$ cat config.mk
export PLATFORM = sky130hd
export DESIGN_NAME = fx3_stream_out_rd
export DESIGN_NICKNAME = d
export VERILOG_FILES = /design/src/verilog/fx3_pkg.sv /design/src/verilog/fx3_stream_out_rd.sv
export SDC_FILE = /design/constraint.sdc
export NUM_CORES = 1
export LEC_CHECK = 0
export BUFFER_PORTS_ARGS = -buffer_cell sky130_fd_sc_hd__buf_4
export CAP_MARGIN = 15
export CORE_MARGIN = 1.5
export CORE_UTILIZATION = 35
export DETAILED_ROUTE_END_ITERATION = 8
export GPL_TIMING_DRIVEN = 0
export PLACE_DENSITY_LB_ADDON = 0.05
export RECOVER_POWER = 25
export SYNTH_ARGS = -nofsm -noshare
export SYNTH_HDL_FRONTEND = slang
export SYNTH_SLANG_ARGS = --single-unit
$ cat constraint.sdc
create_clock -name usb_clk -period 1.9 [get_ports usb_clk]
set_clock_uncertainty 0.05 [all_clocks]
set_input_delay 0.095 -clock usb_clk [delete_from_list [all_inputs] [get_ports usb_clk]]
set_output_delay 0.095 -clock usb_clk [all_outputs]
set_load 0.03 [all_outputs]
$ cat src/verilog/fx3_pkg.sv
`default_nettype none

package fx3_pkg;

    // one word of the slave-fifo data bus
    typedef logic [15:0] fx3_word_t;

    // slave-fifo address pins, A1 then A0
    typedef logic [1:0] fx3_addr_t;

    // master phases
    typedef enum logic [1:0] {
        IDLE       = 2'd0,
        STREAM_OUT = 2'd1,
        TURNAROUND = 2'd2,
        STREAM_IN  = 2'd3
    } fx3_state_t;

    // read socket, chip to fpga
    localparam fx3_addr_t ADDR_STREAM_OUT = 2'b11;
    // write socket, fpga to chip
    localparam fx3_addr_t ADDR_STREAM_IN  = 2'b00;
    // parked address while idle or turning around
    localparam fx3_addr_t ADDR_PARK       = 2'b10;

    // status byte codes on the leds
    // idle also shows flagc on bit 6 and flagd on bit 7
    localparam logic [7:0] LED_IDLE = 8'h00;
    localparam logic [7:0] LED_OUT  = 8'h03;
    localparam logic [7:0] LED_TURN = 8'h0F;
    localparam logic [7:0] LED_IN   = 8'h07;

endpackage

`default_nettype wire

$ cat src/verilog/fx3_stream_out_rd.sv
`timescale 1ns/1ps
`default_nettype none

module fx3_stream_out_rd #(
    parameter int BURST_WORDS = 512,
    parameter int RD_LATENCY  = 2
) (
    input  logic               usb_clk,
    input  logic               reset_,
    input  logic               start_i,
    input  fx3_pkg::fx3_word_t cap_data_i,
    output logic               rd_req_o,
    output logic               push_o,
    output fx3_pkg::fx3_word_t push_data_o,
    output logic               done_o
);

    // output register, chip latency, input register
    localparam int PIPE_LEN = RD_LATENCY + 2;
    localparam int CNT_W    = $clog2(BURST_WORDS + 1);

    // strobes still to issue after the first one
    logic [CNT_W-1:0]    rd_left;
    // one bit per strobe in flight
    logic [PIPE_LEN-1:0] rd_pipe;

    // first strobe goes out with start, so slrd_o follows one cycle later
    assign rd_req_o = start_i || (rd_left != '0);

    // word in cap_data belongs to the strobe leaving the pipe
    assign push_o      = rd_pipe[PIPE_LEN-1];
    assign push_data_o = cap_data_i;

    always_ff @(posedge usb_clk or negedge reset_) begin
        if (!reset_) begin
            rd_left <= '0;
            rd_pipe <= '0;
            done_o  <= 1'b0;
        end else begin
            if (start_i) begin
                rd_left <= CNT_W'(BURST_WORDS - 1);
            end else if (rd_left != '0) begin
                rd_left <= rd_left - 1'b1;
            end
            rd_pipe <= {rd_pipe[PIPE_LEN-2:0], rd_req_o};
            // last push with nothing behind it
            done_o  <= push_o && (rd_pipe[PIPE_LEN-2:0] == '0) && !rd_req_o;
        end
    end

endmodule

`default_nettype wire

== Word-level counts from Yosys, hierarchy flattened ==
Index checks and enable logic that the tools add are counted.

* Input bits: 19
* Bits in registers: 15

* Multiplexer cells: 2
* Add/subtract/negate cells: 1
* Reduce and logical (&&, ||, !) cells: 7

{| class="wikitable"
|+ Operators by type and width
! cell !! count
|-
| $mux 10 || 2
|-
| $reduce_bool 10->1 || 1
|-
| $sub 10x1->10 const B || 1
|-
| $logic_not 3->1 || 1
|-
| $logic_and 1x1->1 || 2
|-
| $reduce_bool 2->1 || 1
|-
| $logic_not 1->1 || 1
|-
| $logic_or 1x1->1 || 1
|}

== Longest topological paths before layout ==
* Depth in word-level cells: 4
* Gate-level depth with buffers: 5
* Gate-level depth less buffers: 5

== Least setup slack after synthesis ==
No wires, ideal clock.

* Kind: reg-to-reg
* Start: register rd_left[0]
* End: register rd_pipe[0]
* Period minus slack after synthesis: 2.046 ns
* Arrival time: 1.780 ns
* Stages on the path, launching flop included: 6
* Library setup time: 0.216 ns
* Path buffers: 0
* Path slack: -0.146 ns
* Data required time: 1.634 ns
* Cells stage by stage: dfrtp_1 -> inv_1 -> ha_1 -> or3b_2 -> nor4_4 -> nand2b_1

* Word-level cells in the longest chain between the ends: 2

{| class="wikitable"
|+ RTL lines
! what !! line !! text
|-
| start: declaration || fx3_stream_out_rd.sv:23 || <nowiki>logic [CNT_W-1:0] rd_left;</nowiki>
|-
| start signal: assignment || fx3_stream_out_rd.sv:41 || <nowiki>rd_left <= CNT_W'(BURST_WORDS - 1);</nowiki>
|-
| start signal: assignment || fx3_stream_out_rd.sv:43 || <nowiki>rd_left <= rd_left - 1'b1;</nowiki>
|-
| $reduce_bool 10->1 || fx3_stream_out_rd.sv:28 || <nowiki>assign rd_req_o = start_i || (rd_left != '0);</nowiki>
|-
| $logic_or 1x1->1 || fx3_stream_out_rd.sv:28 ||
|-
| via rd_req_o || fx3_stream_out_rd.sv:12 || <nowiki>output logic rd_req_o,</nowiki>
|-
| end signal: assignment || fx3_stream_out_rd.sv:45 || <nowiki>rd_pipe <= {rd_pipe[PIPE_LEN-2:0], rd_req_o};</nowiki>
|-
| end: declaration || fx3_stream_out_rd.sv:25 || <nowiki>logic [PIPE_LEN-1:0] rd_pipe;</nowiki>
|}

The timed path passes the listed nets, and every way through them passes these cells.
A chain may end at the register's enable or synchronous reset.

== Worst setup path in the final report ==
* Start: register rd_left[6]
* End: output rd_req_o

* Word-level cells in the longest chain between the ends: 2

{| class="wikitable"
|+ RTL lines
! what !! line
|-
| $reduce_bool 10->1 || fx3_stream_out_rd.sv:28
|-
| $logic_or 1x1->1 || fx3_stream_out_rd.sv:28
|-
| end: declaration || fx3_stream_out_rd.sv:12
|}

No other way between the ends.

==> impl_metrics.ini <==
[run_status]
status = finished with violations
violations = negative setup slack

[placement]
place_ws_ns = -0.1174
postPlaceCellArea_sq_um = 1032
dp_hpwl_mm = 1.208
gp_congestion = 0.7270
port_buffers = 21

[drt]
num_vias = 713
ant_nets = 0
post_drt_wl_per_cell_um = 12.21
drt-total-wl_mm = 1.710
firstDrtPassIters = 4
vias_per_cell = 5.093
drcViolationCount = 0
drt_iter0_markers = 11

[sta]
tightestPinTransition_ns = 0.8378
rsz0062_at_grt = true
post-route-period-util = 1.025
relSlewSlack = 0.4414
max_freq_mhz = 513.5
slew_viol_final = 0
setup_tns_ns = -0.04735
finalCriticalPeriod_ns = 1.947
finalHoldViolations = 0
fin_ws_ns = -0.04735
setup_viol = 1

[synth]
synthesis.area_sq_um = 837.1
synth_seq_area_share = 0.4484
synth-edff-count = 0
synth_adder_area_share = 0.01495
yosys.area_share.xor_xnor = 0
yosys_most_used_dff = dfrtp_1
synth.top_cell.area_share = 0.4484
syn_nets = 99
ys_types = 33
synth.area.top_cells = dfrtp_1 45%, buf_4 14%, nor4_4 2.5%
ys_async_sr_fraction = 1.000
synthSimpleGateAreaFrac = 0.2227
muxShareOfSynthArea = 0.03737
synth_top_family_by_area = simple AND/OR/NAND/NOR gates
yosys.area.top_type = dfrtp_1
synth_seq_cells = 15
synth_area_per_cell_sq_um = 10.60
synth_compound_area_frac = 0.1106
syn_inst = 79
ys_warn_count = 0

[layout]
final_cell_area_sq_um = 1142
most-common-layout-cells = 41 x buf_4, 13 x dfrtp_1, 4 x nor2_1, 4 x a21oi_1
fin_util = 0.5115
final_common_cell = buf_4
drive_above_1_share = 0.5446
antennaDiodeCount = 0
num-nets-final = 133
area_delta_synth_final_pct = 36.47

[die]
rows = 17
pin_count = 38
die_height_um = 51.91
initial_core_util = 0.3748
coreArea_sq_um = 2233
die_w_um = 51.91
die-area_sq_um = 2694

[setup_path]
cp_cell_sequence = or4_4 > nor4_4 > nand2b_2 > buf_6
crit_path_start_kind = register
critPathTopFamily = simple AND/OR/NAND/NOR gates
crit_type = register to output pin
cp_slowest_cell = or4_4
cp_data_arrival_time_ns = 1.80
max_stage_delay_ns = 0.57
crit_buf_inv = 1
end_kind = output pin
crit_fanout = 5
cp_data_required_time_ns = 1.75

[grt]
grt_pass1_vias = 612
track_usage = 0.1343
overflow = 0
grt_max_degree = 16
antenna_found_initial = 0
grt_pass1_wl_mm = 2.649

[clock_network]
clk_pin_slew_worst_paths_ns = 0.09
cts.htree.levels = 1
cts_sinks = 15
cts_tree = yes
cts_buffer_depth = 2
clock-root-buffer = clkbuf_4
cts_buffers = 3
clkLatencyLatePin_ns = 0.28

[power_and_ir_drop]
p_int_mw = 0.4695
p_sw_mw = 0.1779
pwr-share-clk = 0.279
power.leakage_nw = 0.4616
power.share.switching = 0.2748
ir_drop_uv = 289.0
power_frac_seq = 0.509
power.density_nw_per_um2 = 566.7
comb_power_share = 0.211
finalPower_mw = 0.6474

[hold_path]
hold_class = primary input to register

[job]
drv_cap = 0
## kinds of logic (layout without fill, tap and decap cells)
kind of cell / after synthesis / after routing
multiplexers: 3 / 3
AND/OR/NAND/NOR: 26 / 26
buffers and inverters: 21 / 54
flip-flops: 15 / 15
adder cells (fa/ha/maj): 1 / 1
AO/OA/AOI/OAI: 13 / 13
## sequential cells by signal, summed over array words and instances, names as in the netlist
register  count
done_o        1
rd_left      10
rd_pipe       4
## synth_stat cells, drive strengths merged, types with 2 or more instances
master,instances
nor2,4
or4,2
dfrtp,15
or3,3
mux2i,2
a211o,2
buf,16
and4b,2
o31ai,2
nor3,3
nand2,2
nor4,3
inv,4
nor2b,2
a21oi,4
## power by group through the flow
stage / clock, mW / combinational (mW) / sequential (mW)
finish: 0.181 / 0.137 / 0.330
global route: 0.202 / 0.147 / 0.331
CTS: 0.189 / 0.138 / 0.329
detailed placement: 0 / 0.119 / 0.340
global placement: 0 / 0.119 / 0.340
floorplan: 0 / 0.0787 / 0.337
## per-stage QoR
stage,hold WS [ns],cells
after detailed placement,-0.08825,128
after CTS,0.02426,137
after global routing,0.04927,140
after floorplan,-0.2506,79
final,0.02724,140
after global placement,-0.09015,128
## area by class of cell
| type | count | area [sq um] |
|---|---|---|
| fill | 215 | 1091 |
| sequential | 15 | 377.9 |
| multi-input combinational | 43 | 340.3 |
| timing repair buffer | 29 | 224.0 |
| buffer | 17 | 123.9 |
| tap | 28 | 35.03 |
| clock buffer | 4 | 26.28 |
| inverter | 4 | 15.01 |
## final timing paths
path	from	endpoint	slack, ns	cells after the start
max	rd_left[6]	rd_req_o	-0.05	4
min	start_i	rd_left[7]	0.03	2
max reg2reg	rd_left[2]	rd_left[9]	0.01	3
min reg2reg	rd_pipe[2]	rd_pipe[3]	0.32	0
max in group asynchronous	reset_	rd_left[0]	0.85	2
min in group asynchronous	reset_	rd_left[2]	0.37	2
## layer usage
layer,up-vias,share of wire,GRT usage
met5,-,0,0
met4,0,0.0082,0.03947
met3,2,0.13,0.05747
met2,41,0.46,0.2321
met1,332,0.40,0.1484
li1,338,-,-
## repair_timing
item | CTS | global route
hold buffers | 1 | 0
buffers inserted | 4 | 3
resized for setup | 8 | 1
hold endpoints to repair | 15 | 0
endpoints found under the setup margin | 10 | 5
pin swaps | 2 | 2
Note: power is estimated with default switching activity, not from simulation.
