## config.mk

```make
export PLATFORM = sky130hd
export DESIGN_NAME = fx3_stream_in_wr
export DESIGN_NICKNAME = d
export VERILOG_FILES = /design/src/verilog/fx3_pkg.sv /design/src/verilog/fx3_stream_in_wr.sv
export SDC_FILE = /design/constraint.sdc
export NUM_CORES = 1
export LEC_CHECK = 0
export ABC_AREA = 1
export CORE_MARGIN = 8
export CORE_UTILIZATION = 55
export DETAILED_ROUTE_END_ITERATION = 7
export DONT_BUFFER_PORTS = 1
export GPL_ROUTABILITY_DRIVEN = 0
export PLACE_DENSITY = 0.73
export SETUP_SLACK_MARGIN = 0.3
export SYNTH_ARGS = -nofsm -noshare
export SYNTH_HDL_FRONTEND = slang
export SYNTH_SLANG_ARGS = --single-unit
```

## constraint.sdc

```tcl
create_clock -name usb_clk -period 1.63 [get_ports usb_clk]
set_input_delay 0.0815 -clock usb_clk [delete_from_list [all_inputs] [get_ports usb_clk]]
set_output_delay 0.0815 -clock usb_clk [all_outputs]
set_load 0.05 [all_outputs]
```

## src/verilog/fx3_pkg.sv

```systemverilog
`default_nettype none

package fx3_pkg;

    // one word of the slave-fifo data bus
    typedef logic [15:0] fx3_word_t;

    // slave-fifo address pins, A1 then A0
    typedef logic [1:0] fx3_addr_t;

    // master phases
    typedef enum logic [1:0] {
        IDLE       = 2'd0,
        STREAM_OUT = 2'd1,
        TURNAROUND = 2'd2,
        STREAM_IN  = 2'd3
    } fx3_state_t;

    // read socket, chip to fpga
    localparam fx3_addr_t ADDR_STREAM_OUT = 2'b11;
    // write socket, fpga to chip
    localparam fx3_addr_t ADDR_STREAM_IN  = 2'b00;
    // parked address while idle or turning around
    localparam fx3_addr_t ADDR_PARK       = 2'b10;

    // status byte codes on the leds
    // idle also shows flagc on bit 6 and flagd on bit 7
    localparam logic [7:0] LED_IDLE = 8'h00;
    localparam logic [7:0] LED_OUT  = 8'h03;
    localparam logic [7:0] LED_TURN = 8'h0F;
    localparam logic [7:0] LED_IN   = 8'h07;

endpackage

`default_nettype wire

```

## src/verilog/fx3_stream_in_wr.sv

```systemverilog
`timescale 1ns/1ps
`default_nettype none

module fx3_stream_in_wr #(
    parameter int BURST_WORDS = 512
) (
    input  logic               usb_clk,
    input  logic               reset_,
    input  logic               start_i,
    input  logic               flaga_s_i,
    input  logic               flagb_s_i,
    input  logic               empty_i,
    input  fx3_pkg::fx3_word_t pop_data_i,
    output logic               pop_o,
    output logic               wr_req_o,
    output fx3_pkg::fx3_word_t wr_data_o,
    output logic               done_o
);

    localparam int CNT_W = $clog2(BURST_WORDS + 1);

    logic             armed;
    // writes issued in this burst
    logic [CNT_W-1:0] wr_cnt;
    logic             last_wr;

    // chip has room and a word is waiting
    assign wr_req_o = armed && flaga_s_i && flagb_s_i && !empty_i;
    // every write consumes the fifo head
    assign pop_o     = wr_req_o;
    assign wr_data_o = pop_data_i;

    assign last_wr = wr_req_o && (wr_cnt == CNT_W'(BURST_WORDS - 1));

    always_ff @(posedge usb_clk or negedge reset_) begin
        if (!reset_) begin
            armed  <= 1'b0;
            wr_cnt <= '0;
            done_o <= 1'b0;
        end else begin
            done_o <= last_wr;
            if (start_i) begin
                armed  <= 1'b1;
                wr_cnt <= '0;
            end else if (last_wr) begin
                // burst complete, wait for the next start
                armed  <= 1'b0;
                wr_cnt <= '0;
            end else if (wr_req_o) begin
                wr_cnt <= wr_cnt + 1'b1;
            end
        end
    end

endmodule

`default_nettype wire

```

Word-level counts from Yosys, hierarchy flattened
Cells that the tools add are included.
{"block": "totals", "regBits": 12, "latch_bits": 0, "mem_bits_rw": 0, "romBits": 0, "in_bits": 22, "elab_cells": 17, "n_memories": 0}
{"block": "classes", "add_sub_neg": 1, "mul": 0, "div_mod_pow": 0, "magnitude_cmp": 0, "eq_ne": 1, "shifts": 0, "mux": 5, "n_bitwise": 0, "n_reduce_logical": 7}
{"cell": "10-bit two-way mux", "n": 3}
{"cell": "10-bit by 1-bit adder with 10-bit output (second input constant)", "n": 1}
{"cell": "10-bit by 9-bit equality test with 1-bit output (second input constant)", "n": 1}
{"cell": "1-bit logical AND", "n": 4}
{"cell": "3-bit nonzero test", "n": 1}
{"cell": "1-bit two-way mux", "n": 2}
{"cell": "2-bit nonzero test", "n": 1}
{"cell": "1-bit logical NOT", "n": 1}

Logic depth before layout (Yosys ltp)
{"block": "logic_depth", "word_depth": 6, "mapped_depth": 8}

Worst setup path before layout
OpenSTA, ideal clock, no wires.
{"block": "synth_path", "path_kind": "flip-flop to output port", "from": "register armed", "to": "output wr_req_o", "arrival_ns": 1.226, "required_time_ns": 1.548, "path_slack_ns": 0.323, "path_stages_with_launch": 6, "path_cell_list": "dfrtp_1 -> nand2_1 -> inv_1 -> nand2_1 -> inv_1 -> buf_4"}
{"block": "synth_via", "elab_chain_cells": 3}
{"item": "start, declared", "line_no": "fx3_stream_in_wr.sv:22", "source": "logic armed;"}
{"item": "start signal, assigned", "line_no": "fx3_stream_in_wr.sv:37", "source": "armed <= 1'b0;"}
{"item": "start signal, assigned", "line_no": "fx3_stream_in_wr.sv:43", "source": "armed <= 1'b1;"}
{"item": "start signal, assigned", "line_no": "fx3_stream_in_wr.sv:47", "source": "armed <= 1'b0;"}
{"item": "1-bit logical AND (3 in a row)", "line_no": "fx3_stream_in_wr.sv:28", "source": "assign wr_req_o = armed && flaga_s_i && flagb_s_i && !empty_i;"}
{"item": "end, declared", "line_no": "fx3_stream_in_wr.sv:15", "source": "output logic wr_req_o,"}
No other way between the ends.

Worst setup path in the final report
{"block": "layout_path", "from": "register wr_cnt[0]", "to": "register wr_cnt[5]"}
{"block": "layout_via", "elab_chain_cells": 4, "elab_cells_between_ends": 7}
{"item": "start, declared", "line_no": "fx3_stream_in_wr.sv:24", "source": "logic [CNT_W-1:0] wr_cnt;"}
{"item": "start signal, assigned", "line_no": "fx3_stream_in_wr.sv:50", "source": "wr_cnt <= wr_cnt + 1'b1;"}
{"item": "10-bit by 9-bit equality test with 1-bit output *", "line_no": "fx3_stream_in_wr.sv:33", "source": "assign last_wr = wr_req_o && (wr_cnt == CNT_W'(BURST_WORDS - 1));"}
{"item": "1-bit logical AND *", "line_no": "fx3_stream_in_wr.sv:33"}
{"item": "net last_wr", "line_no": "fx3_stream_in_wr.sv:25", "source": "logic last_wr;"}
{"item": "10-bit two-way mux", "line_no": "fx3_stream_in_wr.sv:45", "source": "end else if (last_wr) begin"}
{"item": "10-bit two-way mux", "line_no": "fx3_stream_in_wr.sv:42", "source": "if (start_i) begin"}
Mark *: on every way through the listed nets, which the timed path passes. The rest lies on a longest branch. The select of a mux whose other input is x is not followed.
A chain may end at the register's enable or synchronous reset.

==> impl_metrics.ini <==
[hold_path]
holdPathEnd = done_o
hold_start = empty_i
hp-class = in2reg
min_delay_path_depth = 3

[clocking]
cts_root_buffer = clkbuf_4
cts_buffers = 3
cts_max_path_buffers = 2
cts.sinks = 12
clock_latency_ps = 270
h-tree-depth = 1
clkSlewWorstSetupHoldPaths_ps = 80
cts_tree = built

[routing]
routed_wl_mm = 1.682
drc = 0
ant_nets = 0
drtPass1Iterations = 5
vias = 651
vias_per_cell = 5.380
drt_iter0_drc = 19
post_drt_wl_per_cell_um = 13.90

[worst_setup_path]
critPathTopFamily = simple AND/OR/NAND/NOR gates
timing.rr.start = wr_cnt[0]
worstRegToRegCells = 8
cp-end-kind = flop
required_ps = 1840
critPathLaunchType = flop
slowest_stage = dfrtp_1
path_cells = ha_4 > nand3_4 > inv_4 > nand2_4 > nor2_4 > nor2_4 > nand2_1 > nor2_1
critPathMaxStageDelay_ps = 420
ff2ff_setup_slack_ps = 360
critPathArrivalTime_ps = 1480
path_buf_inv = 1
r2r-end = wr_cnt[5]
cp_common_cell = nor2_4
worst-path-max-fanout = 7
worstSetupPathType = reg2reg

[sta]
fmax_ghz = 0.7848
hold_slack_ps = 43.88
worst_slew_margin_rel = 0.6506
fin_ws_ps = 355.8
fin_crit_sh = 0.7817
finalSetupViolCount = 0
rsz0062_at_grt = true
period_minus_slack_ps = 1274
fin_skew_ps = 2.935
tns_ps = 0
worstMarginPinSlew_ps = 522.4
hold_viol_final = 0
drv_slew = 0

[yosys]
syn_nets = 132
synth_cell_types = 15
synth_top_area_frac = 0.3604
synth_area_leaders = dfrtp_1 (36%), buf_4 (15%), nand2_1 (8.1%)
yosysTopAreaCell = dfrtp_1
yosysWarnings = 0
yosysSeqAreaShare = 0.3604
synth_area_per_cell_um2 = 7.645
syn_inst = 109
synth-seq-cells = 12
synth_area_um2 = 833.3

[floorplanning]
start_util = 0.5663
die-area_um2 = 3017
rows = 14
die-width_um = 54.93
core_area_um2 = 1471
io-pin-count = 41
dieHeight_um = 54.93

[cells_and_area]
final_area_um2 = 875.8
multiInputGateArea_um2 = 361.6
n_fill_cell = 134
syn2layout_area_growth_pct = 5.105
seqCellArea_um2 = 300.3
fin_nets = 129
diodes = 0
final_common_cell = nand2_1
layout_common_cells = nand2_1 (17), inv_1 (14), dfrtp_1 (12), nor2_1 (11), nand3_1 (10)
drive_gt1_frac = 0.2476

[grt]
grt_max_degree = 15
overflow = 0
track_usage = 0.1197
first_global_vias = 647
antenna_found_initial = 0
grt_pass1_wl_mm = 2.628

[power]
power_uw = 599.7
ir_drop_v = 0.0004302
cellPowerDensity_nw_per_um2 = 684.7
power.leakage_nw = 0.4480

[placement]
dp_hpwl_mm = 1.109
io_buffers = 0
post_dp_cell_area_um2 = 721.9
pre_cts_ws_ps = 294.4

[flow_run]
maxCapViolCount = 0

[status]
status = completed
-- timing repair --
| item | 4_1_cts | 5_1_grt |
|---|---|---|
| pin swaps | 1 | 5 |
| hold buffers | 2 | 1 |
| endpoints found under the hold margin | 19 | 1 |
| setup endpoints to repair | 8 | 9 |
| gates resized for setup | 5 | 5 |
| buffers inserted | 2 | 4 |
| cloned | 0 | 0 |
-- how the worst max path moves through the flow --
stage	startpoint	endpoint	slack [ps]	cells past startpoint
2_1_floorplan	armed	wr_req_o	320	5
3_3_place_gp	wr_cnt[0]	wr_cnt[2]	330	8
3_5_place_dp	wr_cnt[0]	wr_cnt[3]	290	8
4_1_cts	armed	pop_o	320	5
5_1_grt	wr_cnt[0]	wr_cnt[5]	270	8
6_report	wr_cnt[0]	wr_cnt[5]	360	8
-- cells in the mapped netlist, drive strengths merged --
cell type	instances
a21oi	5
nand4	5
nand3	12
inv	16
nor2	15
buf	18
o21ai	2
nand2	23
dfrtp	12
ha	1
-- kinds of logic after synthesis --
kind of cell    share of synthesized area
simple gates                       0.3438
buf+inv                            0.2387
flops                              0.3604
compound gates                    0.04204
fa+ha+maj                         0.01501
-- metrics by stage --
stage / instances / utilization
CTS: 116 / 0.5493
global placement: 108 / 0.4906
floorplan: 109 / -
global route: 121 / 0.5952
detailed placement: 108 / 0.4906
finish: 121 / 0.5952
-- worst register-to-register path, stage by stage, from the launching register on --
cell and delay, ps:
dfrtp_1 420, ha_4 190, nand3_4 100, inv_4 40
nand2_4 60, nor2_4 40, nor2_4 170, nand2_1 90
nor2_1 100
-- layout make-up --
class,instances,share of cell area
well taps,16,0.02286
multi-input cells,63,0.4129
flip-flops and latches,12,0.3429
repair buffers,10,0.1086
inverters,16,0.07143
clock buffers,4,0.04143
-- sequential cells by signal, summed over array words and instances, names as in the netlist --
| register | flops |
|---|---|
| wr_cnt | 10 |
| done_o | 1 |
| armed | 1 |
-- layer usage --
layer	routed length (um)	up-vias	GRT usage
met5	0	-	0
met4	4	0	0.07600
met3	210	2	0.05348
met2	807	28	0.2038
met1	660	306	0.1160
li1	-	315	-
-- report_power, final --
part | internal [mW] | switching [mW] | total (mW)
clock network | 0.136 | 0.103 | 0.238
logic | 0.0212 | 0.0373 | 0.0585
registers | 0.300 | 0.00241 | 0.303
total | 0.457 | 0.142 | 0.600
(Power assumes the default switching activity.)
