==> src/verilog/fx3_pkg.sv <==
`default_nettype none

package fx3_pkg;

    // one word of the slave-fifo data bus
    typedef logic [15:0] fx3_word_t;

    // slave-fifo address pins, A1 then A0
    typedef logic [1:0] fx3_addr_t;

    // master phases
    typedef enum logic [1:0] {
        IDLE       = 2'd0,
        STREAM_OUT = 2'd1,
        TURNAROUND = 2'd2,
        STREAM_IN  = 2'd3
    } fx3_state_t;

    // read socket, chip to fpga
    localparam fx3_addr_t ADDR_STREAM_OUT = 2'b11;
    // write socket, fpga to chip
    localparam fx3_addr_t ADDR_STREAM_IN  = 2'b00;
    // parked address while idle or turning around
    localparam fx3_addr_t ADDR_PARK       = 2'b10;

    // status byte codes on the leds
    // idle also shows flagc on bit 6 and flagd on bit 7
    localparam logic [7:0] LED_IDLE = 8'h00;
    localparam logic [7:0] LED_OUT  = 8'h03;
    localparam logic [7:0] LED_TURN = 8'h0F;
    localparam logic [7:0] LED_IN   = 8'h07;

endpackage

`default_nettype wire

==> src/verilog/fx3_mode_ctrl.sv <==
`timescale 1ns/1ps
`default_nettype none

module fx3_mode_ctrl (
    input  logic                usb_clk,
    input  logic                reset_,
    input  logic                flaga_i,
    input  logic                flagb_i,
    input  logic                flagc_i,
    input  logic                flagd_i,
    input  logic                rd_done_i,
    input  logic                wr_done_i,
    output fx3_pkg::fx3_state_t state_o,
    output logic                start_rd_o,
    output logic                start_wr_o,
    output logic                flaga_s_o,
    output logic                flagb_s_o,
    output logic [7:0]          led_o
);

    // synchronised read flags, only used here
    logic                flagc_s;
    logic                flagd_s;
    // second cycle of the turnaround
    logic                turn_cnt;
    fx3_pkg::fx3_state_t state_d;

    // one register stage on every flag from the chip
    always_ff @(posedge usb_clk or negedge reset_) begin
        if (!reset_) begin
            flaga_s_o <= 1'b0;
            flagb_s_o <= 1'b0;
            flagc_s   <= 1'b0;
            flagd_s   <= 1'b0;
        end else begin
            flaga_s_o <= flaga_i;
            flagb_s_o <= flagb_i;
            flagc_s   <= flagc_i;
            flagd_s   <= flagd_i;
        end
    end

    // next phase
    always_comb begin
        state_d = state_o;
        case (state_o)
            fx3_pkg::IDLE: begin
                // both read buffers full on the chip
                if (flagc_s && flagd_s) begin
                    state_d = fx3_pkg::STREAM_OUT;
                end
            end
            fx3_pkg::STREAM_OUT: begin
                if (rd_done_i) begin
                    state_d = fx3_pkg::TURNAROUND;
                end
            end
            fx3_pkg::TURNAROUND: begin
                if (turn_cnt) begin
                    state_d = fx3_pkg::STREAM_IN;
                end
            end
            fx3_pkg::STREAM_IN: begin
                if (wr_done_i) begin
                    state_d = fx3_pkg::IDLE;
                end
            end
            default: begin
                state_d = fx3_pkg::IDLE;
            end
        endcase
    end

    always_ff @(posedge usb_clk or negedge reset_) begin
        if (!reset_) begin
            state_o    <= fx3_pkg::IDLE;
            start_rd_o <= 1'b0;
            start_wr_o <= 1'b0;
            turn_cnt   <= 1'b0;
        end else begin
            state_o    <= state_d;
            // start pulses line up with the first cycle of the new phase
            start_rd_o <= (state_o == fx3_pkg::IDLE) && (state_d == fx3_pkg::STREAM_OUT);
            start_wr_o <= (state_o == fx3_pkg::TURNAROUND) && (state_d == fx3_pkg::STREAM_IN);
            // toggles once, so turnaround lasts two cycles
            turn_cnt   <= (state_o == fx3_pkg::TURNAROUND) && !turn_cnt;
        end
    end

    // status byte, one cycle behind the phase
    always_ff @(posedge usb_clk or negedge reset_) begin
        if (!reset_) begin
            led_o <= fx3_pkg::LED_IDLE;
        end else begin
            case (state_o)
                fx3_pkg::IDLE:       led_o <= fx3_pkg::LED_IDLE | {flagd_s, flagc_s, 6'b0};
                fx3_pkg::STREAM_OUT: led_o <= fx3_pkg::LED_OUT;
                fx3_pkg::TURNAROUND: led_o <= fx3_pkg::LED_TURN;
                default:             led_o <= fx3_pkg::LED_IN;
            endcase
        end
    end

endmodule

`default_nettype wire

==> config.mk <==
export PLATFORM = sky130hd
export DESIGN_NAME = fx3_mode_ctrl
export DESIGN_NICKNAME = d
export VERILOG_FILES = /design/src/verilog/fx3_pkg.sv /design/src/verilog/fx3_mode_ctrl.sv
export SDC_FILE = /design/constraint.sdc
export NUM_CORES = 1
export LEC_CHECK = 0
export BUFFER_PORTS_ARGS = -buffer_cell sky130_fd_sc_hd__buf_2
export CORE_AREA = 2 2 39 41
export DETAILED_ROUTE_END_ITERATION = 12
export DIE_AREA = 0 0 41 43
export PLACE_DENSITY_LB_ADDON = 0.1
export SYNTH_ARGS = -nofsm -noshare
export SYNTH_HDL_FRONTEND = slang
export SYNTH_SLANG_ARGS = --single-unit
==> constraint.sdc <==
create_clock -name usb_clk -period 1.1 [get_ports usb_clk]
set_clock_uncertainty 0.15 [all_clocks]
set_input_delay 0.11 -clock usb_clk [delete_from_list [all_inputs] [get_ports usb_clk]]
set_output_delay 0.11 -clock usb_clk [all_outputs]
set_load 0.01 [all_outputs]
Yosys cells after proc, flatten, opt, wreduce, memory -nomap -nowiden
Index checks and enable logic that the tools add are counted.
Cells by class
  mux-type cells: 6
  shift-type cells: 0
  $add $sub $neg: 0
  bitwise operators: 0
  multiply operators: 0
  eq/ne operators: 5
  reductions and logical operators: 6
  divide/modulo/power cells: 0
  order comparisons: 0
Operators with widths (number)
  8-bit one-hot mux with 3 select lines: 1
  2-bit 2-to-1 mux: 4
  2-bit one-hot mux with 4 select lines: 1
  2-bit equality test, second input constant: 3
  2-bit by 1-bit equality test with 1-bit output, second input constant: 2
  1-bit logical AND: 4
  2-bit logical NOT: 1
  1-bit logical NOT: 1
Word-level totals
  bits in writable memories: 0
  input bits: 8
  output and inout bits: 14
  logic and storage cells: 26
  bits in latches: 0
  memories: 0
  flip-flop bits (word level): 17
  ROM bits: 0

Depth between registers and ports, before layout
  depth in word-level cells: 5
  gate-level depth with buffers: 2
  depth with buffers taken out: 2

Worst setup path after synthesis
Ideal clock, no wire load.
  kind: reg-to-reg
  start: reg state_o[0]
  end: reg state_o[0]
  slack: -91 ps
  clock period less this slack: 1191 ps
  path buffers: 0
  setup time: 122 ps
  cell stages (with the launch flop): 3
  data required time: 828 ps
  arrival time: 919 ps
  cell sequence: dfrtp_1 -> or2_1 -> a32o_1
Between the ends
  longest elaborated chain between the ends: 2
  elaborated cells between the ends (all ways): 9
  classes of those cells: 3 x eq/ne; 5 x mux; 1 x reduce/logical
RTL lines
  start, declared: line fx3_mode_ctrl.sv:13  | output fx3_pkg::fx3_state_t state_o,
  start signal, assigned: line fx3_mode_ctrl.sv:76  | state_o <= fx3_pkg::IDLE;
  start signal, assigned: line fx3_mode_ctrl.sv:81  | state_o <= state_d;
  2-bit equality test, or another cell as far along: line fx3_mode_ctrl.sv:46  | case (state_o)
  2-bit one-hot mux with 4 select lines (*): line fx3_mode_ctrl.sv:46
  named net state_d[0]: line fx3_mode_ctrl.sv:26  | fx3_pkg::fx3_state_t state_d;
The timed path passes the listed nets; every way through them passes the cells marked *.

Worst setup path after layout
  start: reg state_o[0]
  end: out state_o[0]
No word-level cell between the ends.

==> results.md <==
- Crit end category: primary output
- Share of layout cells above drive strength 1: 46.9%
- Hold crit path type: in2reg
- Vias/cell: 4.09
- Final WS setup: -88.4 ps
- Slowest CP cell: dfrtp_2
- #FFs+latches synth: 14
- Vias in the first global route: 330
- Synth-to-layout area growth: 51.6%
- Cells after Synth: 34
- Routed wire per std cell: 9.85 µm
- Seq pwr share: 43.3%
- CTS root buf: clkbuf_4
- Core Rows: 14
- Sequential area share after synthesis: 73.7%
- Critical Path AT: 930 ps
- Net switching power: 0.000516 W
- DRT Wirelength: 788 µm
- WS Path Type: reg2out
- VDD IR max: 1.20 mV
- RR Startpoint: state_o[0]
- CP max stage delay: 420 ps
- Violated checks: negative setup slack
- CP Cell Sequence: buf_6, buf_6
- Worst-Skew Late Latency: 270 ps
- Worst-path clk slew: 80 ps
- Synth cell types: 16
- Final setup violation count: 5
- Mapped Area: 475 µm²
- H-tree depth: 1
- CTS max path bufs: 2
- Most used cell, CP: buf_6
- RSZ-0062 raised after global routing: true
- PortBufs: 19
- Final Hold Viols: 0
- Slew Limit Fails: 0
- DRC Markers: 0
- Outcome: finished with violations
- Maxcap violations: 0
- Initial Util: 34.4%
- ANT cells: 0
- CP startpoint kind: register
- Worst Path Max Fanout: 4
- Peak Freq: 841 MHz
- TritonCTS clock tree: yes
- First-pass GRT wire length: 1.21 mm
- DIE AREA: 1760 µm²
- ANT nets after route: 0
- Remaining Overflow, GRT: 0
- Pwr per Cell Area: 2460 nW/µm²
- Static Leak: 0.389 nW
- IO Pins: 22
- Die Span Y: 43 µm
- Iter 0 DRT Violations: 3
- DR vias: 327
- Layout net count: 73
- Warnings from Yosys: 0
- Largest net degree at the start of global routing: 15
- Total power: 0.00177 W
- Hold path start: rd_done_i
- Core Area: 1380 µm²
- Pint: 0.00126 W
- Syn_area_per_cell: 14.0 µm²
- Clock power frac: 19.6%
- Filler instances: 130
- CP startpoint: state_o[0]
- Final Cycle Share: 108%
- Net switching fraction of the power: 29.1%
- Antenna violations before repair: 0
- TritonCTS Sinks: 14
- Crit path required time: 840 ps
- GPL Wtd Cong: 0.721
- Gr usage total: 10.9%
- Number of buffers created by CTS: 3
- First drt pass iteration count: 4
- Die Wd: 41 µm
- Min Tclk post-route: 1190 ps
- Pre-CTS setup slack: -27.0 ps
- Comb pwr share: 37.1%
- Final design utilization: 52.1%
-- path summary, 6_finish.rpt --
kind / end / slack, ps / cells after the start
worst min register to register: turn_cnt / 300 / 1
worst max register to register: state_o[0] / -80 / 3
min in group asynchronous: led_o[2] / 110 / 2
worst max-delay path: state_o[0] / -90 / 2
worst min-delay path: state_o[1] / 30 / 3
max in group asynchronous: state_o[0] / 450 / 2
-- registers in the layout, indices dropped and copies added (netlist names) --
register    cells
led_o           5
flagc_s         1
turn_cnt        1
flaga_s_o       1
flagb_s_o       1
state_o         2
flagd_s         1
start_wr_o      1
start_rd_o      1
-- layout by cell type, fill, tap and decap left out --
cell type	instances
and3b_1	1
dfrtp_2	2
nor2b_1	1
buf_6	3
dlygate4sd3_1	6
clkbuf_4	3
clkbuf_8	1
buf_4	3
or2_1	1
buf_2	17
nor2_4	1
and2_1	3
a21o_1	2
dfrtp_1	12
and3_1	1
a32o_1	1
conb_1	2
a21oi_1	1
inv_1	1
and2b_1	1
nand2_1	1
-- cell type report --
| type | instances | area, µm² | area share, % |
|---|---|---|---|
| Multi-Input combinational cell | 16 | 106 | 14.8 |
| Tap cell | 16 | 20.0 | 2.78 |
| Inverter | 1 | 3.75 | 0.521 |
| Clock buffer | 4 | 36.3 | 5.03 |
| Timing Repair Buffer | 29 | 201 | 28.0 |
| Sequential cell | 14 | 353 | 49.0 |
-- Yosys cell counts --
library cell | count | area, µm²
dfrtp_1 | 14 | 350
and2_1 | 3 | 18.8
buf_4 | 3 | 22.5
a21o_1 | 2 | 15.0
a21oi_1 | 1 | 5.00
a32o_1 | 1 | 10.0
and2b_1 | 1 | 7.51
and3_1 | 1 | 6.26
and3b_1 | 1 | 8.76
clkbuf_1 | 1 | 3.75
conb_1 | 1 | 3.75
inv_1 | 1 | 3.75
nand2_1 | 1 | 3.75
nor2_1 | 1 | 3.75
nor2b_1 | 1 | 6.26
or2_1 | 1 | 6.26
-- critical path, delay by kind of cell (launching register included) --
kind	cells	cell delay (ps)
buf+inv	2	240
flops	1	420
-- what timing repair did --
action / in CTS / in global routing
pin swaps: 0 / 1
endpoints found under the hold margin: 19 / 0
resized for setup: 5 / 1
setup endpoints to repair: 4 / 8
setup buffers: 1 / 2
hold buffers: 6 / 0
-- per-stage QoR --
stage | hold slack [ps] | setup TNS, ps | instances | instance area (µm²)
after floorplan | -336 | -45.3 | 35 | 480
after global placement | -144 | -11.8 | 67 | 577
after detailed placement | -140 | -36.5 | 67 | 577
after CTS | 21.3 | -254 | 78 | 701
after global routing | 36.5 | -476 | 80 | 721
final | 34.3 | -241 | 80 | 721
-- layer usage --
metal  vias up  track usage, %  wire length [µm]
met2        20            16.9               364
met5         -               0                 0
met4         0            10.0                 0
met3         0            3.14                94
li1        163               -                 -
met1       144            10.7               329
-- cell families after synthesis --
| logic type | after synthesis | share of synthesized area, % |
|---|---|---|
| buf+inv | 5 | 6.31 |
| simple gates | 10 | 12.9 |
| other cells | 1 | 0.789 |
| flops | 14 | 73.7 |
| compound gates | 4 | 6.31 |
-- power by group through the flow --
| stage | clock network, W | logic [W] | registers (W) |
|---|---|---|---|
| 2_1_floorplan | 0 | 0.000222 | 0.000838 |
| 6_report | 0.000347 | 0.000658 | 0.000768 |
| 4_1_cts | 0.000366 | 0.000602 | 0.000765 |
| 3_5_place_dp | 0 | 0.000486 | 0.000768 |
| 3_3_place_gp | 0 | 0.000479 | 0.000759 |
| 5_1_grt | 0.000399 | 0.000736 | 0.000784 |
(Power assumes the default switching activity.)
