--- src/verilog/fx3_pkg.sv ---
`default_nettype none

package fx3_pkg;

    // one word of the slave-fifo data bus
    typedef logic [15:0] fx3_word_t;

    // slave-fifo address pins, A1 then A0
    typedef logic [1:0] fx3_addr_t;

    // master phases
    typedef enum logic [1:0] {
        IDLE       = 2'd0,
        STREAM_OUT = 2'd1,
        TURNAROUND = 2'd2,
        STREAM_IN  = 2'd3
    } fx3_state_t;

    // read socket, chip to fpga
    localparam fx3_addr_t ADDR_STREAM_OUT = 2'b11;
    // write socket, fpga to chip
    localparam fx3_addr_t ADDR_STREAM_IN  = 2'b00;
    // parked address while idle or turning around
    localparam fx3_addr_t ADDR_PARK       = 2'b10;

    // status byte codes on the leds
    // idle also shows flagc on bit 6 and flagd on bit 7
    localparam logic [7:0] LED_IDLE = 8'h00;
    localparam logic [7:0] LED_OUT  = 8'h03;
    localparam logic [7:0] LED_TURN = 8'h0F;
    localparam logic [7:0] LED_IN   = 8'h07;

endpackage

`default_nettype wire

--- src/verilog/fx3_pin_drv.sv ---
`timescale 1ns/1ps
`default_nettype none

module fx3_pin_drv (
    input  logic                usb_clk,
    input  logic                reset_,
    input  fx3_pkg::fx3_state_t state_i,
    input  logic                rd_req_i,
    input  logic                wr_req_i,
    input  fx3_pkg::fx3_word_t  wr_data_i,
    input  fx3_pkg::fx3_word_t  fdata_i,
    output logic                slcs_o,
    output logic                sloe_o,
    output logic                slrd_o,
    output logic                slwr_o,
    output logic                pktend_o,
    output fx3_pkg::fx3_addr_t  addr_o,
    output fx3_pkg::fx3_word_t  fdata_o,
    output logic                fdata_oe_o,
    output fx3_pkg::fx3_word_t  cap_data_o
);

    logic               cs_n;
    logic               oe_n;
    fx3_pkg::fx3_addr_t addr_d;

    // phase to select, output enable and socket address
    always_comb begin
        cs_n   = 1'b0;
        oe_n   = 1'b1;
        addr_d = fx3_pkg::ADDR_PARK;
        case (state_i)
            fx3_pkg::IDLE: begin
                cs_n = 1'b1;
            end
            fx3_pkg::STREAM_OUT: begin
                // chip drives the bus for the whole read phase
                oe_n   = 1'b0;
                addr_d = fx3_pkg::ADDR_STREAM_OUT;
            end
            fx3_pkg::STREAM_IN: begin
                addr_d = fx3_pkg::ADDR_STREAM_IN;
            end
            default: begin
                // turnaround keeps the chip selected but parked
                addr_d = fx3_pkg::ADDR_PARK;
            end
        endcase
    end

    // control pins, all strobes active low
    always_ff @(posedge usb_clk or negedge reset_) begin
        if (!reset_) begin
            slcs_o     <= 1'b1;
            sloe_o     <= 1'b1;
            slrd_o     <= 1'b1;
            slwr_o     <= 1'b1;
            pktend_o   <= 1'b1;
            addr_o     <= fx3_pkg::ADDR_PARK;
            fdata_oe_o <= 1'b0;
        end else begin
            slcs_o     <= cs_n;
            sloe_o     <= oe_n;
            slrd_o     <= !rd_req_i;
            slwr_o     <= !wr_req_i;
            // no short packets, pktend never asserted
            pktend_o   <= 1'b1;
            addr_o     <= addr_d;
            // drive the bus only in write cycles
            fdata_oe_o <= wr_req_i;
        end
    end

    // data bus in both directions
    always_ff @(posedge usb_clk) begin
        fdata_o    <= wr_data_i;
        cap_data_o <= fdata_i;
    end

endmodule

`default_nettype wire

--- config.mk ---
export PLATFORM = sky130hd
export DESIGN_NAME = fx3_pin_drv
export DESIGN_NICKNAME = d
export VERILOG_FILES = /design/src/verilog/fx3_pkg.sv /design/src/verilog/fx3_pin_drv.sv
export SDC_FILE = /design/constraint.sdc
export NUM_CORES = 1
export LEC_CHECK = 0
export ABC_CLOCK_PERIOD_IN_PS = 1560
export BUFFER_PORTS_ARGS = -buffer_cell sky130_fd_sc_hd__buf_2
export CAP_MARGIN = 25
export CORE_MARGIN = 5
export CORE_UTILIZATION = 37
export DETAILED_ROUTE_END_ITERATION = 16
export PLACE_DENSITY = 0.8
export SETUP_SLACK_MARGIN = 0.1
export SLEW_MARGIN = 10
export SYNTH_ARGS = -nofsm -noshare
export SYNTH_HDL_FRONTEND = slang
export SYNTH_SLANG_ARGS = --single-unit
--- constraint.sdc ---
create_clock -name usb_clk -period 1.56 [get_ports usb_clk]
set_input_delay 0.078 -clock usb_clk [delete_from_list [all_inputs] [get_ports usb_clk]]
set_output_delay 0.078 -clock usb_clk [all_outputs]
set_load 0.1 [all_outputs]
==> After elaboration in Yosys (flattened, before gate mapping) <==
Cells that the tools add are included.
{ "classes": {"n_bitwise": 0, "shift": 0, "n_reduce_logical": 3, "n_mux": 3, "magnitude_cmp": 0, "addsub": 0, "div": 0, "n_eq_ne": 2, "mul": 0} }
{ "ops": {"columns": ["operator", "n"], "rows": [
  ["one-hot mux 2 bit (2 select lines)", 1],
  ["== test 2 x 1 -> 1 bit (second input constant)", 1],
  ["== test 2 bit (second input constant)", 1],
  ["zero test 1 bit", 2],
  ["zero test 2 bit", 1],
  ["2-to-1 mux 1 bit", 2]
]} }
{ "word_totals": {"mem_bits_ro": 0, "word_cells": 16, "ramBits": 0, "input_bits": 38, "register_bits": 39, "mem_count": 0, "out_inout_bits": 40, "latch_bits": 0} }

==> Depth between registers and ports, before layout <==
Gate-level depths: netlist (run 1).
{ "depth": {"word_depth": 2, "mapped_depth": 1, "depth_no_buf": 1} }

==> Least setup slack after synthesis (run 1) <==
Ideal clock, no wire load.
{ "synth_path": {"path_kind": "register to output", "start": "register cap_data_o[0]", "end": "output cap_data_o[0]", "slack_ns": 0.573, "n_path_buf": 0, "t_arrival_ns": 0.909, "t_required_ns": 1.482, "stages_incl_launch_ff": 1, "cell_sequence": "dfxtp_1"} }
{ "synth_lines": {"columns": ["element", "line_no", "text"], "rows": [
  ["from (decl)", "fx3_pin_drv.sv:20", "output fx3_pkg::fx3_word_t cap_data_o"],
  ["from (signal assigned)", "fx3_pin_drv.sv:77", "cap_data_o <= fdata_i;"]
]} }
No word-level cell between the ends.

==> Worst setup path in the final report (run 1) <==
{ "layout_path": {"start": "register addr_o[1]", "end": "output addr_o[1]"} }
{ "layout_lines": {"columns": ["element", "line_no", "text"], "rows": [
  ["from (decl)", "fx3_pin_drv.sv:17", "output fx3_pkg::fx3_addr_t addr_o,"],
  ["from (signal assigned)", "fx3_pin_drv.sv:59", "addr_o <= fx3_pkg::ADDR_PARK;"],
  ["from (signal assigned)", "fx3_pin_drv.sv:68", "addr_o <= addr_d;"]
]} }
No word-level cell between the ends.

==> results of run 1 <==
[worst max-delay path by stage]
stage	end	depth (start not counted)
finish	addr_o[1]	1
global route	addr_o[1]	1
CTS	slcs_o	1
detailed placement	addr_o[1]	1
global placement	sloe_o	1
floorplan	cap_data_o[0]	0
[Yosys cell counts]
library cell / instances
buf_4: 1
conb_1: 1
dfrtp_1: 2
dfstp_2: 5
dfxtp_1: 32
inv_1: 2
nand2_1: 1
nand2b_1: 1
nor2_1: 1
nor2b_1: 1
[through the flow]
step | hold slack (ns) | cells | setup slack (ns)
global route | 0.103 | 196 | 0.157
floorplan | -0.218 | 47 | 0.573
CTS | 0.0789 | 196 | 0.187
detailed placement | -0.0905 | 150 | 0.568
global placement | -0.0956 | 150 | 0.580
finish | 0.0909 | 196 | 0.209
[layer usage]
| layer | vias up | GRT usage | part of all wire | wire length [microns] |
|---|---|---|---|---|
| met3 | 13 | 0.109 | 0.12 | 362 |
| met5 | - | 0 | 0 | 0 |
| met4 | 0 | 0.132 | 0.042 | 128 |
| met2 | 61 | 0.326 | 0.46 | 1400 |
| met1 | 371 | 0.218 | 0.38 | 1150 |
| li1 | 377 | - | - | - |
[power by group through the flow]
stage | clock [mW] | combinational [mW] | sequential [mW]
finish | 0.494 | 0.593 | 1.07
global route | 0.560 | 0.611 | 1.08
CTS | 0.497 | 0.584 | 1.07
detailed placement | 0 | 0.511 | 1.09
global placement | 0 | 0.508 | 1.09
floorplan | 0 | 0.0162 | 1.48
[sequential cells by signal (all words and copies together), names as in the netlist]
register    flops
addr_o          2
fdata_o        16
fdata_oe_o      1
sloe_o          1
slrd_o          1
slwr_o          1
slcs_o          1
cap_data_o     16
[logic make-up after synthesis]
family	Yosys count	share of synthesized area
buf+inv	3	0.0174
flops	39	0.955
other cells	1	0.00436
simple gates	4	0.0233
[final cells by class]
cell class                 count  area (sq um)  share of cell area
sequential                    39           822               0.482
timing repair buffer         114           761               0.446
clock buffer                   5          37.5              0.0220
tap                           28          35.0              0.0205
multi-input combinational      5          23.8              0.0139
clock inverter                 3          20.0              0.0117
inverter                       2          7.51             0.00440
==> out/metrics.cfg, run 1 <==
[synthesis]
synth_seq_cells=39
netlist_area_sq_um=861
synth_top_area_share=0.744
synthTopCellsByArea=dfxtp_1, dfstp_2, dfrtp_1, buf_4, inv_1
syn_nets=85
synth.avg_cell_area_sq_um=18.3
syn_inst=47
synth_area_leader_cell=dfxtp_1
yosysWarnings=0
ys_seq_area_frac=0.955
ys_types=10

[floorplanning]
dieArea_sq_mm=0.00339
rows=17
core_area_sq_mm=0.00221
dieHeight_microns=58.2
io_pins=78
initial_core_util=0.389
die_w_microns=58.2

[setup_path]
crit_path_end_kind=output port
timing.critical_path.buf_inv=1
crit_chain=buf_2
max_stage_delay_ns=0.53
required_ns=1.48
crit_slowest_cell=dfstp_2
cp.arrival_ns=1.27
crit_family=flip-flops
critPathKind=register to output port
path_max_fanout=1
startpoint=addr_o[1]
cp-start-kind=register

[timing]
setup_viol=0
fmaxAchievable_ghz=0.740
drv_slew=0
period_minus_slack_ns=1.35
timing.final.crit_share=0.866
rsz0062_at_grt=no
tns_ns=0
hold_viol=0

[placed_design]
gp_congestion=0.692
hpwl_mm=1.64
placed_area_sq_mm=0.00127
port_buffers=76

[global_routing]
gr-total-overflow=0
antenna_found_initial=0
grt_pass1_vias=1031
grt_max_degree=14
grt_pass1_wl_mm=4.99
grtUsageTotal=0.208

[cells_and_area]
fin_util=0.771
layout_common_cells=buf_2, dlygate4sd3_1, dfxtp_1, dfstp_2, clkbuf_4
n_antenna_cell=0
drive_above_1_share=0.530
fill_cells=152
final_common_cell=buf_2
final_area_sq_mm=0.00171
syn2layout_area_growth_pct=98.3
layout.nets=205

[power_and_ir_drop]
internal-power_mw=1.36
power.total_mw=2.16
power_switching_mw=0.798
p_seq_frac=0.496
power_density_mw_per_mm2=1260
vdd_drop_max_mv=1.08
share_comb_of_total_power=0.275
p_clk_frac=0.229
p_leak_nw=0.856
switching_share=0.370

[routing]
drtIter0Drc=10
firstDrtPassIters=2
vias=822
wl_mm=3.04
avgRoutedWirePerCell_microns=15.5
drc_errors=0
drtAntennaViolNets=0
drt-vias-per-instance=4.19

[clock_tree]
ctsResizeCount=0
cts_setup_buffers=0
cts.sinks=39
clockBufferDepth=2
cts_hold_buf=38
cts.clk_slew.worst_paths_ns=0.10
cts_buffers=5
htree_levels=2
cts_tree=done
cts_root_buf=clkbuf_4

[min_path]
worst_hold_path_type=input pin to asynchronous set/reset pin

[flow_run]
maxCapViolCount=0

[run_status]
status=complete, no violations

No activity file was read; power rests on OpenSTA's default activity.
==> run 2: changes to the inputs <==
--- a/config.mk
+++ b/config.mk
@@ -5,6 +5,7 @@
 export SDC_FILE = /design/constraint.sdc
 export NUM_CORES = 1
 export LEC_CHECK = 0
+export ABC_AREA = 1
 export ABC_CLOCK_PERIOD_IN_PS = 1560
 export BUFFER_PORTS_ARGS = -buffer_cell sky130_fd_sc_hd__buf_2
 export CAP_MARGIN = 25
@@ -13,7 +14,6 @@
 export DETAILED_ROUTE_END_ITERATION = 16
 export PLACE_DENSITY = 0.8
 export SETUP_SLACK_MARGIN = 0.1
-export SLEW_MARGIN = 10
 export SYNTH_ARGS = -nofsm -noshare
 export SYNTH_HDL_FRONTEND = slang
 export SYNTH_SLANG_ARGS = --single-unit
==> run 2 against run 1 <==
Sequential power about the same; global-route usage fell by 2.2 points; synthesized area grew 0.58%; sequential share of layout area fell by 0.45 points; power rose by 3.5%; worst setup slack lost 0.0044 ns; clock power rose by 16%; critical path type unchanged; critical endpoint unchanged.
==> out/metrics.cfg, run 2 <==
[routing]
firstDrtPassIters=4
wl_mm=2.89
drc_errors=0
avgRoutedWirePerCell_microns=14.6
vias=784
drtAntennaViolNets=0
drt-vias-per-instance=3.96
drtIter0Drc=4

[power_and_ir_drop]
internal-power_mw=1.45
share_comb_of_total_power=0.265
p_leak_nw=0.876
power_density_mw_per_mm2=1300
power_switching_mw=0.781
switching_share=0.350
vdd_drop_max_mv=1.02
p_clk_frac=0.256
p_seq_frac=0.479

[synthesis]
syn_inst=49
synth.most_common_cell=dfxtp_1
netlist_area_sq_um=866
ys_types=10
dominantRegCellSynth=dfxtp_1
synthArstFlopShare=0.179
yosys-top-cells-count=dfxtp_1, dfstp_2, inv_1
synth_edf_count=0
yosysWarnings=0
synth_area_leader_cell=dfxtp_1
synthTopCellsByArea=dfxtp_1, dfstp_2, dfrtp_1, inv_1, buf_4
synth_top_area_share=0.740
syn_nets=87
synth_seq_cells=39
ys_seq_area_frac=0.949
synth.avg_cell_area_sq_um=17.7

[timing]
drv_slew=0
hold_viol=0
period_minus_slack_ns=1.36
tns_ns=0
fmaxAchievable_ghz=0.738
hold_ws_ns=0.0853
rsz0062_at_grt=no
setup_viol=0
timing.final.crit_share=0.869

[global_routing]
gr-total-overflow=0
antenna_found_initial=0
grtUsageTotal=0.185
grt_max_degree=12
grt_pass1_vias=929
grt_pass1_wl_mm=4.40

[clock_tree]
cts.clk_slew.worst_paths_ns=0.10
cts_buffers=5
cts_root_buf=clkbuf_4
cts.sinks=39
clockBufferDepth=2
htree_levels=2
cts_setup_buffers=0
cts_tree=done

[floorplanning]
dieHeight_microns=58.4
core_area_sq_mm=0.00223
initial_core_util=0.388
die_w_microns=58.4
dieArea_sq_mm=0.00341
io_pins=78
rows=17

[cells_and_area]
drive_above_1_share=0.529
final_common_cell=buf_2
syn2layout_area_growth_pct=99.0
layout_common_cells=buf_2, dlygate4sd3_1, dfxtp_1, dfstp_2, clkbuf_4
n_antenna_cell=0
layout.nets=207
top_regs=cap_data_o (16), fdata_o (16), addr_o (2)
fill_cells=140

[setup_path]
crit_family=flip-flops
critPathKind=register to output port
path_max_fanout=1
max_stage_delay_ns=0.53
crit_slowest_cell=dfstp_2
cp.arrival_ns=1.28
timing.critical_path.buf_inv=1
cp-start-kind=register
required_ns=1.48
crit_chain=buf_2
crit_path_end_kind=output port

[placed_design]
gp_congestion=0.686
port_buffers=76
hpwl_mm=1.57

[run_status]
status=complete, no violations

[min_path]
worst_hold_path_type=input pin to asynchronous set/reset pin

[flow_run]
maxCapViolCount=0

[run 2: final timing paths]
kind | startpoint | end | slack (ns) | depth (start not counted)
setup / recovery | addr_o[1] | addr_o[1] | 0.20 | 1
hold / removal | reset_ | fdata_oe_o | 0.09 | 2
max in group asynchronous | reset_ | sloe_o | 1.26 | 2
min in group usb_clk | wr_data_i[6] | fdata_o[6] | 0.37 | 2
[run 2: what timing repair did]
action                                 CTS  global route
gates resized for setup                  0             0
endpoints found under the hold margin   46             0
hold buffers                            38             0
[run 2: logic make-up (layout without fill, tap and decap cells)]
group | Yosys count | count (layout) | share of synthesized area
other | 1 | 1 | 0.00433
AND/OR/NAND/NOR | 4 | 4 | 0.0202
flip-flops | 39 | 39 | 0.949
buffers and inverters | 5 | 126 | 0.0260
[run 2: routing by layer]
metal	track usage	wire length (microns)
met1	0.194	1050
met2	0.278	1230
met5	0	0
met4	0.0695	44
met3	0.147	557
[run 2: cell type report]
cell class	instances	area, sq um	share of cell area
clock buffer	8	68.8	0.0399
inverter	4	15.0	0.00871
multi-input combinational	5	21.3	0.0123
sequential	39	822	0.477
tap	28	35.0	0.0203
timing repair buffer	114	761	0.442
[run 2: power by group through the flow]
stage | clock network, mW | registers, mW | logic, mW
after CTS | 0.571 | 1.07 | 0.585
after detailed placement | 0 | 1.09 | 0.513
after global routing | 0.627 | 1.08 | 0.608
final | 0.572 | 1.07 | 0.591
after floorplan | 0 | 1.48 | 0.0170
after global placement | 0 | 1.09 | 0.510
[run 2: metrics by stage]
stage                     power (mW)  cell area (sq um)  setup slack (ns)  utilization  cells
after floorplan                 1.50                866             0.573            -     49
after global placement          1.60               1270             0.580        0.570    152
after detailed placement        1.60               1270             0.572        0.570    152
after CTS                       2.22               1720             0.189        0.771    198
after global routing            2.31               1720             0.157        0.771    198
final                           2.23               1720             0.204        0.771    198
==> run 3: changes to the inputs <==
--- a/config.mk
+++ b/config.mk
@@ -5,9 +5,8 @@
 export SDC_FILE = /design/constraint.sdc
 export NUM_CORES = 1
 export LEC_CHECK = 0
-export ABC_AREA = 1
 export ABC_CLOCK_PERIOD_IN_PS = 1560
-export BUFFER_PORTS_ARGS = -buffer_cell sky130_fd_sc_hd__buf_2
+export BUFFER_PORTS_ARGS = -buffer_cell sky130_fd_sc_hd__buf_4
 export CAP_MARGIN = 25
 export CORE_MARGIN = 5
 export CORE_UTILIZATION = 37
==> run 3 against run 2 <==
Power decreased by 1.5%; sequential power about the same; utilization grew 8.0 points; die area fell by 0.48%; fmax is 9.6% higher; clock power is 18% lower; sequential share of layout area fell by 4.1 points; via count increased by 3.8%; combinational power increased by 11%; critical path type unchanged.
==> out/metrics.cfg, run 3 (synthesis results as in run 1) <==
[clock_tree]
cts_setup_buffers=0
cts_root_buf=clkbuf_4
clockBufferDepth=2
cts.clk_slew.worst_paths_ns=0.11
cts_hold_buf=38
cts_tree=done
ctsResizeCount=0
htree_levels=2
cts_buffers=5
cts.sinks=39

[placed_design]
placed_cells=150
dpl_worst_slack_ns=0.703
port_buffers=76
placed_area_sq_mm=0.00146
gp_congestion=0.675

[setup_path]
required_ns=1.48
path_max_fanout=1
crit_path_end_kind=output port
cp-start-kind=register
cp.arrival_ns=1.16
critPathKind=register to output port
crit_slowest_cell=dfstp_2
crit_family=flip-flops
max_stage_delay_ns=0.53
crit_chain=buf_4
timing.critical_path.buf_inv=1

[cells_and_area]
regArea_sq_um=822
fill_cells=114
syn2layout_area_growth_pct=119
n_antenna_cell=0
fin_util=0.852
final_cells=195
layout_common_cells=buf_4, dlygate4sd3_1, dfxtp_1, dfstp_2, clkbuf_4
layout.nets=205
multiInputGateArea_sq_um=23.8
top_regs=cap_data_o (16), fdata_o (16), addr_o (2)
final_area_sq_mm=0.00188
final_common_cell=buf_4
drive_above_1_share=0.515

[global_routing]
grt_pass1_vias=978
grtUsageTotal=0.234
gr-total-overflow=0
grt_max_degree=12
grt_pass1_wl_mm=5.42
antenna_found_initial=0

[floorplanning]
core_area_sq_mm=0.00221
io_pins=78
dieHeight_microns=58.2
dieArea_sq_mm=0.00339
die_w_microns=58.2
initial_core_util=0.389
rows=17

[timing]
drv_slew=0
rsz0062_at_grt=no
setup_viol=0
timing.final.crit_share=0.793
setup_ws_ns=0.323
period_minus_slack_ns=1.24
hold_viol=0
tns_ns=0
fmaxAchievable_ghz=0.808
hold_ws_ns=0.0611

[power_and_ir_drop]
p_clk_frac=0.212
p_seq_frac=0.490
share_comb_of_total_power=0.298
power_density_mw_per_mm2=1170
power_switching_mw=0.785
switching_share=0.357
p_leak_nw=0.920
internal-power_mw=1.41
vdd_drop_max_mv=0.951
power.total_mw=2.20

[flow_run]
maxCapViolCount=0

[routing]
drtIter0Drc=23
wl_mm=3.50
vias=814
drt-vias-per-instance=4.17
firstDrtPassIters=4
drtAntennaViolNets=0
avgRoutedWirePerCell_microns=18.0
drc_errors=0

[min_path]
worst_hold_path_type=input pin to asynchronous set/reset pin

[run_status]
status=complete, no violations

==> run 3: final cells by class <==
class,instances,area share
timing repair buffer,114,0.505
sequential,39,0.436
clock buffer,7,0.0239
tap,28,0.0186
multi-input combinational,5,0.0126
inverter,2,0.00398
==> run 3: layer usage <==
metal / vias to the layer above / part of all wire / track usage
li1: 375 / - / -
met4: 0 / 0.031 / 0.132
met3: 10 / 0.14 / 0.131
met5: - / 0 / 0
met1: 361 / 0.36 / 0.257
met2: 68 / 0.47 / 0.356
==> run 3: worst max path at each step <==
stage | to | cells after the start | slack, ns | startpoint
CTS | sloe_o | 1 | 0.33 | sloe_o
detailed placement | sloe_o | 1 | 0.70 | sloe_o
global route | sloe_o | 1 | 0.29 | sloe_o
finish | sloe_o | 1 | 0.32 | sloe_o
floorplan | cap_data_o[0] | 0 | 0.57 | cap_data_o[0]
global placement | slrd_o | 1 | 0.71 | slrd_o
==> run 3: power groups by stage <==
| stage | Clock, mW | Sequential, mW | Combinational, mW |
|---|---|---|---|
| floorplan | 0 | 1.48 | 0.0162 |
| global route | 0.519 | 1.08 | 0.674 |
| global placement | 0 | 1.09 | 0.566 |
| CTS | 0.457 | 1.07 | 0.646 |
| detailed placement | 0 | 1.09 | 0.570 |
| finish | 0.467 | 1.08 | 0.655 |
